<file path="src/common/display_pkg.sv">
`default_nettype none

package display_pkg;

    // ==================================================
    // Seven-segment display
    // ==================================================

    // One hex digit.
    typedef logic [3:0] nibble_t;

    // Segment vector, active low. Bit 6 drives segment a and bit 0 drives
    // segment g, so the order from MSB down is a b c d e f g.
    typedef logic [6:0] seg_t;

    // All segments off.
    localparam seg_t SEG_BLANK = 7'b1111111;

endpackage

`default_nettype wire

</file>
<file path="src/common/ps2_pkg.sv">
`default_nettype none

package ps2_pkg;

    // ==================================================
    // PS/2 frame format
    // ==================================================

    // One frame is a start bit, eight data bits sent LSB first, an odd
    // parity bit and a stop bit. Each bit is taken on a falling ps2_clk edge.
    localparam int FRAME_BITS = 11;

    // One received scan code.
    typedef logic [7:0] scan_code_t;

    // Receiver FSM. DATA collects all FRAME_BITS samples after the first one
    // and CHECK lasts a single cycle.
    typedef enum logic [1:0] {
        IDLE,
        DATA,
        CHECK
    } rx_state_t;

    // ==================================================
    // Scan code queue
    // ==================================================

    // Depth must stay a power of two so that the pointers wrap on their own.
    localparam int FIFO_DEPTH = 8;
    localparam int FIFO_AW    = $clog2(FIFO_DEPTH);

endpackage

`default_nettype wire

</file>
<file path="src/logic/hex_display.sv">
`timescale 1ns/1ps
`default_nettype none

module hex_display (
    input  wire                     clk,
    input  wire                     rst,
    input  ps2_pkg::scan_code_t     code,
    input  wire                     code_valid,
    output display_pkg::seg_t       seg_lo,
    output display_pkg::seg_t       seg_hi
);

    import display_pkg::*;

    nibble_t digit_lo;
    nibble_t digit_hi;

    // Glyphs in a b c d e f g order, a segment is lit when its bit is 0.
    function automatic seg_t hex_glyph(input nibble_t digit);
        case (digit)
            4'h0:    return 7'b0000001;
            4'h1:    return 7'b1001111;
            4'h2:    return 7'b0010010;
            4'h3:    return 7'b0000110;
            4'h4:    return 7'b1001100;
            4'h5:    return 7'b0100100;
            4'h6:    return 7'b0100000;
            4'h7:    return 7'b0001111;
            4'h8:    return 7'b0000000;
            4'h9:    return 7'b0000100;
            4'ha:    return 7'b0001000;
            4'hb:    return 7'b1100000;
            4'hc:    return 7'b0110001;
            4'hd:    return 7'b1000010;
            4'he:    return 7'b0110000;
            default: return 7'b0111000;
        endcase
    endfunction

    assign digit_lo = code[3:0];
    assign digit_hi = code[7:4];

    // The head of the queue is only observed here, never popped.
    always_ff @(posedge clk) begin
        if (rst) begin
            seg_lo <= SEG_BLANK;
            seg_hi <= SEG_BLANK;
        end else if (code_valid) begin
            seg_lo <= hex_glyph(digit_lo);
            seg_hi <= hex_glyph(digit_hi);
        end else begin
            seg_lo <= SEG_BLANK;
            seg_hi <= SEG_BLANK;
        end
    end

endmodule

`default_nettype wire

</file>
<file path="src/logic/ps2_keyboard_top.sv">
`timescale 1ns/1ps
`default_nettype none

module ps2_keyboard_top (
    input  wire                 clk,
    input  wire                 rst,
    input  wire                 ps2_clk,
    input  wire                 ps2_data,
    output ps2_pkg::scan_code_t code,
    output logic                code_valid,
    input  wire                 code_ready,
    output logic                overflow,
    output logic                frame_error,
    output display_pkg::seg_t   seg_lo,
    output display_pkg::seg_t   seg_hi
);

    import ps2_pkg::*;

    scan_code_t rx_code;
    logic       rx_valid;

    ps2_rx ps2_rx_inst (
        .clk         (clk),
        .rst         (rst),
        .ps2_clk     (ps2_clk),
        .ps2_data    (ps2_data),
        .rx_code     (rx_code),
        .rx_valid    (rx_valid),
        .frame_error (frame_error)
    );

    scan_fifo scan_fifo_inst (
        .clk        (clk),
        .rst        (rst),
        .rx_code    (rx_code),
        .rx_valid   (rx_valid),
        .code       (code),
        .code_valid (code_valid),
        .code_ready (code_ready),
        .overflow   (overflow)
    );

    hex_display hex_display_inst (
        .clk        (clk),
        .rst        (rst),
        .code       (code),
        .code_valid (code_valid),
        .seg_lo     (seg_lo),
        .seg_hi     (seg_hi)
    );

endmodule

`default_nettype wire

</file>
<file path="src/logic/scan_fifo.sv">
`timescale 1ns/1ps
`default_nettype none

module scan_fifo (
    input  wire                 clk,
    input  wire                 rst,
    input  ps2_pkg::scan_code_t rx_code,
    input  wire                 rx_valid,
    output ps2_pkg::scan_code_t code,
    output logic                code_valid,
    input  wire                 code_ready,
    output logic                overflow
);

    import ps2_pkg::*;

    scan_code_t         mem [FIFO_DEPTH];
    logic [FIFO_AW-1:0] wr_ptr;
    logic [FIFO_AW-1:0] rd_ptr;
    logic [FIFO_AW:0]   count;
    logic               full;
    logic               push;
    logic               pop;

    assign full = (count == (FIFO_AW + 1)'(FIFO_DEPTH));

    // A push into a full queue is lost even if a pop happens in the same cycle.
    assign push = rx_valid & ~full;
    assign pop  = code_valid & code_ready;

    // First-word fall-through: the head entry is always on the output.
    assign code       = mem[rd_ptr];
    assign code_valid = (count != '0);

    always_ff @(posedge clk) begin
        if (push) begin
            mem[wr_ptr] <= rx_code;
        end
    end

    always_ff @(posedge clk) begin
        if (rst) begin
            wr_ptr <= '0;
            rd_ptr <= '0;
            count  <= '0;
        end else begin
            if (push) begin
                wr_ptr <= wr_ptr + 1'b1;
            end
            if (pop) begin
                rd_ptr <= rd_ptr + 1'b1;
            end
            case ({push, pop})
                2'b10:   count <= count + 1'b1;
                2'b01:   count <= count - 1'b1;
                default: count <= count;
            endcase
        end
    end

    // Sticky until reset.
    always_ff @(posedge clk) begin
        if (rst) begin
            overflow <= 1'b0;
        end else if (rx_valid && full) begin
            overflow <= 1'b1;
        end
    end

endmodule

`default_nettype wire

</file>
<file path="src/ps2_rx/ps2_rx.sv">
`timescale 1ns/1ps
`default_nettype none

module ps2_rx (
    input  wire                 clk,
    input  wire                 rst,
    input  wire                 ps2_clk,
    input  wire                 ps2_data,
    output ps2_pkg::scan_code_t rx_code,
    output logic                rx_valid,
    output logic                frame_error
);

    import ps2_pkg::*;

    // ==================================================
    // Synchronizers and edge detect
    // ==================================================

    // Both lines idle high, so the flops come out of reset high and no
    // false falling edge is seen.
    logic [2:0] clk_sync;
    logic [1:0] data_sync;
    logic       strobe;

    always_ff @(posedge clk) begin
        if (rst) begin
            clk_sync  <= '1;
            data_sync <= '1;
        end else begin
            clk_sync  <= {clk_sync[1:0], ps2_clk};
            data_sync <= {data_sync[0], ps2_data};
        end
    end

    // Third flop holds the old level of the clock line.
    assign strobe = clk_sync[2] & ~clk_sync[1];

    // ==================================================
    // Frame assembly
    // ==================================================

    rx_state_t                      state;
    logic [$clog2(FRAME_BITS)-1:0]  bit_cnt;
    logic [FRAME_BITS-1:0]          frame;
    logic                           frame_ok;

    // Bits enter at the top, so after a full frame frame[0] holds the start
    // bit and frame[10] the stop bit.
    always_ff @(posedge clk) begin
        if (strobe) begin
            frame <= {data_sync[1], frame[FRAME_BITS-1:1]};
        end
    end

    always_ff @(posedge clk) begin
        if (rst) begin
            state   <= IDLE;
            bit_cnt <= '0;
        end else begin
            case (state)
                IDLE: begin
                    if (strobe) begin
                        bit_cnt <= 1'b1;
                        state   <= DATA;
                    end
                end
                DATA: begin
                    if (strobe) begin
                        if (bit_cnt == FRAME_BITS - 1) begin
                            bit_cnt <= '0;
                            state   <= CHECK;
                        end else begin
                            bit_cnt <= bit_cnt + 1'b1;
                        end
                    end
                end
                CHECK: begin
                    state <= IDLE;
                end
                default: begin
                    state <= IDLE;
                end
            endcase
        end
    end

    // ==================================================
    // Frame check
    // ==================================================

    // Start low, odd parity over data and parity bit, stop high.
    assign frame_ok = ~frame[0] & (^frame[9:1]) & frame[10];

    assign rx_code  = frame[8:1];
    assign rx_valid = (state == CHECK) & frame_ok;

    always_ff @(posedge clk) begin
        if (rst) begin
            frame_error <= 1'b0;
        end else if (state == CHECK && !frame_ok) begin
            frame_error <= 1'b1;
        end
    end

endmodule

`default_nettype wire

</file>
<file path="config.mk">
export PLATFORM = sky130hd
export DESIGN_NAME = ps2_keyboard_top
export DESIGN_NICKNAME = d
export VERILOG_FILES = /design/src/common/display_pkg.sv /design/src/common/ps2_pkg.sv /design/src/logic/hex_display.sv /design/src/logic/ps2_keyboard_top.sv /design/src/logic/scan_fifo.sv /design/src/ps2_rx/ps2_rx.sv
export SDC_FILE = /design/constraint.sdc
export NUM_CORES = 1
export LEC_CHECK = 0
export BUFFER_PORTS_ARGS = -buffer_cell sky130_fd_sc_hd__buf_4
export CORE_MARGIN = 2
export CORE_UTILIZATION = 54
export CTS_BUF_LIST = sky130_fd_sc_hd__clkbuf_4 sky130_fd_sc_hd__clkbuf_8 sky130_fd_sc_hd__clkbuf_16
export CTS_CLUSTER_SIZE = 8
export DETAILED_ROUTE_END_ITERATION = 12
export PLACE_DENSITY = 0.8
export SLEW_MARGIN = 20
export SYNTH_ARGS = -nofsm -noshare
export SYNTH_HDL_FRONTEND = slang
export SYNTH_HIERARCHICAL = 1
export SYNTH_SLANG_ARGS = --single-unit
</file>
<file path="constraint.sdc">
create_clock -name clk -period 3.1 [get_ports clk]
set_clock_uncertainty 0.05 [all_clocks]
set_input_delay 0.155 -clock clk [delete_from_list [all_inputs] [get_ports clk]]
set_output_delay 0.155 -clock clk [all_outputs]
set_load 0.02 [all_outputs]
</file>
==> flow_summary.json, run 1 <==
{
  "clk_latency_ps": 520,
  "initial_core_util_pct": 55.0,
  "min_period_over_period_pct": 99.6,
  "ys_ff_latch": 115,
  "wire_per_inst_microns": 18.3,
  "max_freq_mhz": 324,
  "fp.coreArea_sq_um": 9110,
  "grt_pass1_wl_mm": 14.7,
  "slowest_stage": "xnor3_1",
  "grt_max_degree": 28,
  "place.gp.congestion": 0.826,
  "hold_depth": 3,
  "synth_edf_count": 75,
  "crit_buf_inv": 0,
  "clock-root-buffer": "clkbuf_8",
  "drv_slew": 0,
  "fin_ws_ps": 11.2,
  "worst_setup_path_start_kind": "flip-flop",
  "p_int_mw": 2.82,
  "power_frac_seq_pct": 46.0,
  "wirelength_met1_mm": 3.86,
  "rr_worst_depth": 12,
  "crit_top_cell": "xor2_1",
  "grtUsageTotal_pct": 19.8,
  "fp.dieH_microns": 100,
  "leakagePower_nw": 2.23,
  "ir_worst_vdd_v": 0.000486,
  "grt_pass1_vias": 2863,
  "wl_mm": 9.51,
  "rows": 35,
  "cpLargestDelayFamily": "XOR/XNOR gates",
  "yosysWarnings": 6,
  "min_period_ps": 3090,
  "syn_nets": 370,
  "htreeDepth": 4,
  "combPwrFrac_pct": 1.3,
  "place_ws_ps": -10.2,
  "cts_buffers": 17,
  "wl_met2_mm": 5.19,
  "cts_buffer_depth": 2,
  "switchingPower_mw": 0.743,
  "yosysMostFrequentCell": "edfxtp_1",
  "status": "finished, final reports clean",
  "fin_hold_ws_ps": 322,
  "worstPathArrival_ps": 3490,
  "synth_cell_types": 48,
  "clockPowerShare_pct": 52.7,
  "clk_pin_slew_ps": 60,
  "vias": 2950,
  "vias_per_cell": 5.68,
  "cp.required_ps": 3500,
  "cp_max_fo": 6,
  "grt.overflow.total": 0,
  "antenna_found_initial": 0,
  "diodes": 0,
  "p_sw_share_pct": 20.9,
  "cap_violations": 0,
  "worst_slew_pin_slew_ps": 787,
  "worstSetupPathType": "flip-flop to flip-flop",
  "drtIter0Drc": 180,
  "hpwlAfterDp_mm": 5.60,
  "dpl-instance-area_sq_um": 5350,
  "worstHoldPathType": "input pin to flip-flop",
  "synth.area.top_cells": "edfxtp_1 45%, dfxtp_1 16%, mux4_1 7.9%",
  "relSlewSlack_pct": 47.5,
  "cts_tree": "done",
  "final_area_sq_um": 6070,
  "max_stage_delay_ps": 460,
  "n_fill_cell": 613,
  "rsz0062_at_grt": "yes",
  "endpoint_kind": "flip-flop",
  "cp_cell_sequence": "xnor2_1 -> xnor3_1 -> xnor2_2 -> nor4b_4 -> nand2_4 -> ha_4 -> xor2_1 -> ha_1 -> a21oi_2 -> xor2_1 -> or3_1 -> a21oi_1",
  "drtPass1Iterations": 4,
  "layout-drive-gt1-share_pct": 28.4,
  "ys.flop_type": "edfxtp_1",
  "hold_violations": 0,
  "synth-seq-area-share_pct": 61.0,
  "syn_avg_cell_area_sq_um": 14.6,
  "yosys.area.top_type": "edfxtp_1",
  "io_buffers": 29,
  "cts.sinks": 115,
  "ios": 30,
  "post-route-drc-count": 0,
  "die_w_microns": 100,
  "syn_to_final_growth_pct": 21.2,
  "highest_layer": "met4",
  "synthTopCellsByCount": "75 x edfxtp_1, 40 x dfxtp_1, 24 x nor2_1, 21 x ha_1, 15 x mux4_1",
  "setup_violations": 0,
  "netlist_instances": 344,
  "rrSetupSlack_ps": 10,
  "path_depth": 12,
  "die-area_sq_um": 10100,
  "netlist.area_leader.share_pct": 45.0,
  "ant_nets": 0,
  "netlist_area_sq_um": 5010,
  "wl_met3_microns": 405,
  "synth-async-reset-ratio_pct": 0,
  "power_density_nw_per_um2": 586,
  "final_nets": 421
}
cells by family (layout without fill, tap and decap cells):
family / count (synthesis) / in the layout / synth area share [%]
fa+ha+maj: 21 / 21 / 5.25
simple gates: 86 / 86 / 9.22
buf+inv: 34 / 98 / 4.25
compound gates: 38 / 38 / 4.95
flops: 115 / 115 / 61.0
mux: 36 / 36 / 12.7
xor+xnor: 14 / 14 / 2.72
stage by stage:
stage                     util, %  setup TNS (ps)  instances  total power, mW
after global placement       58.7               0        479             1.70
after global routing         66.6            -136        519             3.66
final                        66.6               0        519             3.56
after floorplan                 -               0        344             1.69
after CTS                    65.6               0        515             3.59
after detailed placement     58.7           -10.2        479             1.71
sequential cells by signal (all words and copies together), names as in the netlist, 2 cells and up, named ones only:
register / count
ps2_rx_inst/frame: 11
hex_display_inst/seg_lo: 7
scan_fifo_inst/wr_ptr: 3
scan_fifo_inst/rd_ptr: 3
hex_display_inst/seg_hi: 7
ps2_rx_inst/bit_cnt: 4
ps2_rx_inst/data_sync: 2
scan_fifo_inst/count: 4
ps2_rx_inst/state: 2
ps2_rx_inst/clk_sync: 3
scan_fifo_inst/mem: 64
cell usage in the layout (no fill, tap or decap), drive strengths merged, types with 9 or more instances in the layout:
master  netlist  routed
mux4         16      16
a21oi        10      10
ha           21      21
buf          20      52
inv          10      15
o21ai         9       9
edfxtp       75      75
mux2         14      14
dfxtp        40      40
nor3          9       9
nor2         24      24
clkbuf        4      19
xor2          9       9
nand2        14      14
worst register-to-register path: cells and delay by family (launching register included):
kind	cells	cell delay (ps)
AOI/OAI and AO/OA	2	260
xor gates and xnor gates	5	1090
adders and majority gates	2	410
DFF	1	410
and+or+nand+nor	3	820
metal layers:
layer	up-vias	track usage (%)
li1	1401	-
met1	1461	22.4
met2	82	34.6
met3	6	5.99
met4	0	8.54
met5	-	0
power groups by stage:
stage,Sequential [mW],Clock (mW),Combinational (mW)
2_1_floorplan,1.67,0,0.0292
3_3_place_gp,1.67,0,0.0371
3_5_place_dp,1.67,0,0.0393
4_1_cts,1.63,1.91,0.0442
5_1_grt,1.64,1.98,0.0512
6_report,1.64,1.88,0.0468
timing repair:
item	4_1_cts	5_1_grt
resized for setup	1	8
buffers inserted	0	4
pin swaps	0	8
hold endpoints to repair	21	0
hold buffers	4	0
endpoints found under the setup margin	1	2
area by class of cell:
class / count / area [sq um] / share of cell area [%]
Inverter: 10 / 37.5 / 0.618
Sequential cell: 115 / 3050 / 50.3
Timing Repair Buffer: 56 / 430 / 7.09
Multi-Input combinational cell: 195 / 1830 / 30.1
Clock buffer: 19 / 464 / 7.65
Clock inverter: 13 / 120 / 1.98
Tap cell: 111 / 139 / 2.29
final timing paths:
check | startpoint | to
worst max-delay path | ps2_rx_inst/frame[8] | scan_fifo_inst/count[2]
worst min-delay path | ps2_clk | ps2_rx_inst/clk_sync[0]
worst max register to register | ps2_rx_inst/frame[8] | scan_fifo_inst/count[2]
worst min register to register | ps2_rx_inst/clk_sync[0] | ps2_rx_inst/clk_sync[1]
Power figures use the tool's default switching activity.
==> run 2, diff against run 1 <==
Settings changed: CORE_UTILIZATION 54 to 45, PLACE_DENSITY 0.8 to 0.67.
Clock period 3.1 ns to 2.89 ns, I/O delays scaled along.
==> run 2 against run 1 <==
  * The flow now finishes with violations (setup timing)
  * Die area up 19%
  * Wire length down 4.3%
  * Register-to-register slack worse by 60 ps
  * Count of clock-buffer cells in the layout down 1
==> flow_summary.json, run 2 (same netlist as run 1, synthesis figures left out) <==
{
  "p_sw_share_pct": 18.4,
  "grtUsageTotal_pct": 17.0,
  "fin_hold_ws_ps": 308,
  "rsz0062_at_grt": "yes",
  "rows": 38,
  "cts_buffer_depth": 2,
  "worstHoldPathType": "input pin to flip-flop",
  "fp.coreArea_sq_um": 10800,
  "timing.rr.start": "ps2_rx_inst/frame[5]",
  "violations": "setup timing",
  "worst_setup_path_start_kind": "flip-flop",
  "cp.required_ps": 3240,
  "drtPass1Iterations": 4,
  "largestRegisters": "scan_fifo_inst/mem (64), ps2_rx_inst/frame (11)",
  "rrSetupSlack_ps": -50,
  "layout-drive-gt1-share_pct": 29.5,
  "setup_violations": 2,
  "holdPathEnd": "ps2_rx_inst/clk_sync[0]",
  "vias": 2907,
  "final_nets": 428,
  "relSlewSlack_pct": 45.9,
  "diodes": 0,
  "ant_nets": 0,
  "place_ws_ps": -95.4,
  "leakagePower_nw": 2.27,
  "ir_worst_vdd_v": 0.000474,
  "antenna_found_initial": 0,
  "p_int_mw": 3.16,
  "die_w_microns": 110,
  "grt_max_degree": 28,
  "place_inst": 516,
  "syn_to_final_growth_pct": 23.6,
  "grt_pass1_vias": 2896,
  "max_freq_mhz": 340,
  "wire_per_inst_microns": 16.4,
  "initial_core_util_pct": 46.2,
  "switchingPower_mw": 0.714,
  "power_density_nw_per_um2": 626,
  "cp_max_fo": 3,
  "fp.dieH_microns": 110,
  "io_buffers": 29,
  "hp-start": "ps2_clk",
  "cap_violations": 0,
  "drtIter0Drc": 195,
  "min_period_ps": 2940,
  "reg2reg_to": "scan_fifo_inst/count[3]",
  "vias_per_cell": 5.25,
  "hpwlAfterDp_mm": 5.78,
  "worstPathArrival_ps": 3290,
  "largest_reg_flops": 64,
  "rr_worst_depth": 11,
  "die-area_sq_um": 12000,
  "grt.overflow.total": 0,
  "layout_commonest_cell": "edfxtp_1",
  "hold_violations": 0,
  "wl_mm": 9.10,
  "combPwrFrac_pct": 1.5,
  "post-route-drc-count": 0,
  "min_period_over_period_pct": 102,
  "clock-root-buffer": "clkbuf_8",
  "clk_pin_slew_ps": 50,
  "htreeDepth": 4,
  "regMostFlops": "scan_fifo_inst/mem",
  "status": "finished, violations left",
  "fin_ws_ps": -52.3,
  "clockPowerShare_pct": 53.2,
  "cts.sinks": 115,
  "grt_pass1_wl_mm": 14.6,
  "endpoint_kind": "flip-flop",
  "hold_depth": 3,
  "worstSetupPathType": "flip-flop to flip-flop",
  "cts_buffers": 17,
  "stdcell_count": 554,
  "clk_latency_ps": 510,
  "place.gp.congestion": 0.769,
  "power_frac_seq_pct": 45.2,
  "worst_slew_pin_slew_ps": 809,
  "ios": 30,
  "cts_tree": "done",
  "final_cell_mix": "75 x edfxtp_1, 58 x buf_4, 40 x dfxtp_1, 24 x nor2_1, 18 x ha_1",
  "drv_slew": 0
}
-- run 2: changes by cell type in the layout (fill, tap and decap cells not counted), moves of 2 or more --
cell / previous run / this run
buf_4: 52 / 58
bufinv_16: 1 / 4
clkinv_1: 0 / 3
clkinv_2: 1 / 4
clkinv_4: 3 / 0
inv_4: 3 / 0
clkbuf_16: 18 / 16
inv_6: 2 / 0
-- run 2: worst max-delay path by stage --
| stage | start | slack (ps) | cells after the start | to |
|---|---|---|---|---|
| 3_3_place_gp | ps2_rx_inst/frame[8] | -40 | 12 | scan_fifo_inst/count[2] |
| 2_1_floorplan | ps2_rx_inst/frame[8] | -90 | 11 | scan_fifo_inst/count[3] |
| 4_1_cts | ps2_rx_inst/frame[6] | -20 | 12 | scan_fifo_inst/count[2] |
| 5_1_grt | ps2_rx_inst/frame[5] | -140 | 12 | scan_fifo_inst/count[2] |
| 3_5_place_dp | ps2_rx_inst/frame[8] | -100 | 12 | scan_fifo_inst/count[2] |
| 6_report | ps2_rx_inst/frame[5] | -50 | 11 | scan_fifo_inst/count[3] |
-- run 2: layout make-up --
cell class,instances,area [sq um]
clock buffers,18,422
clock inverters,13,166
fillers,860,4650
inverters,10,37.5
multi-input cells,195,1850
flip-flops and latches,115,3050
well taps,140,175
repair buffers,63,485
-- run 2: power groups by stage --
| stage | registers, mW | clock network, mW | logic, mW |
|---|---|---|---|
| 2_1_floorplan | 1.79 | 0 | 0.0343 |
| 3_3_place_gp | 1.79 | 0 | 0.0490 |
| 4_1_cts | 1.75 | 2.11 | 0.0547 |
| 6_report | 1.75 | 2.06 | 0.0588 |
| 5_1_grt | 1.75 | 2.19 | 0.0644 |
| 3_5_place_dp | 1.79 | 0 | 0.0503 |
-- run 2: layer usage --
metal	up-vias	track usage, %	part of all wire [%]
met2	65	28.9	51
met5	-	0	0
met4	0	6.60	0.51
met1	1430	19.1	43
met3	4	6.70	5.1
li1	1408	-	-
-- run 2: repair_timing --
item	CTS	global route
endpoints found under the setup margin	2	2
hold buffers	5	0
hold endpoints to repair	21	0
gates resized for setup	6	1
pin swaps	10	7
cloned	0	0
buffers inserted	1	1
-- run 2: critical path, cell delays in order (launching register included) --
cell	delay [ps]
edfxtp_1	400
xnor2_1	180
xnor3_1	450
xnor2_2	170
nor4b_4	360
nand2_4	120
ha_4	170
buf_4	140
nor3_4	180
a41oi_2	150
o41ai_2	90
mux2_2	360
-- run 2: stage by stage --
step	instance area [sq um]	util [%]	TNS, ps	total power, mW
floorplan	5080	-	-162	1.82
global placement	5490	50.7	-46.5	1.84
detailed placement	5490	50.7	-137	1.84
CTS	6170	57.0	-22.4	3.92
global route	6190	57.1	-253	4.01
finish	6190	57.1	-102	3.88
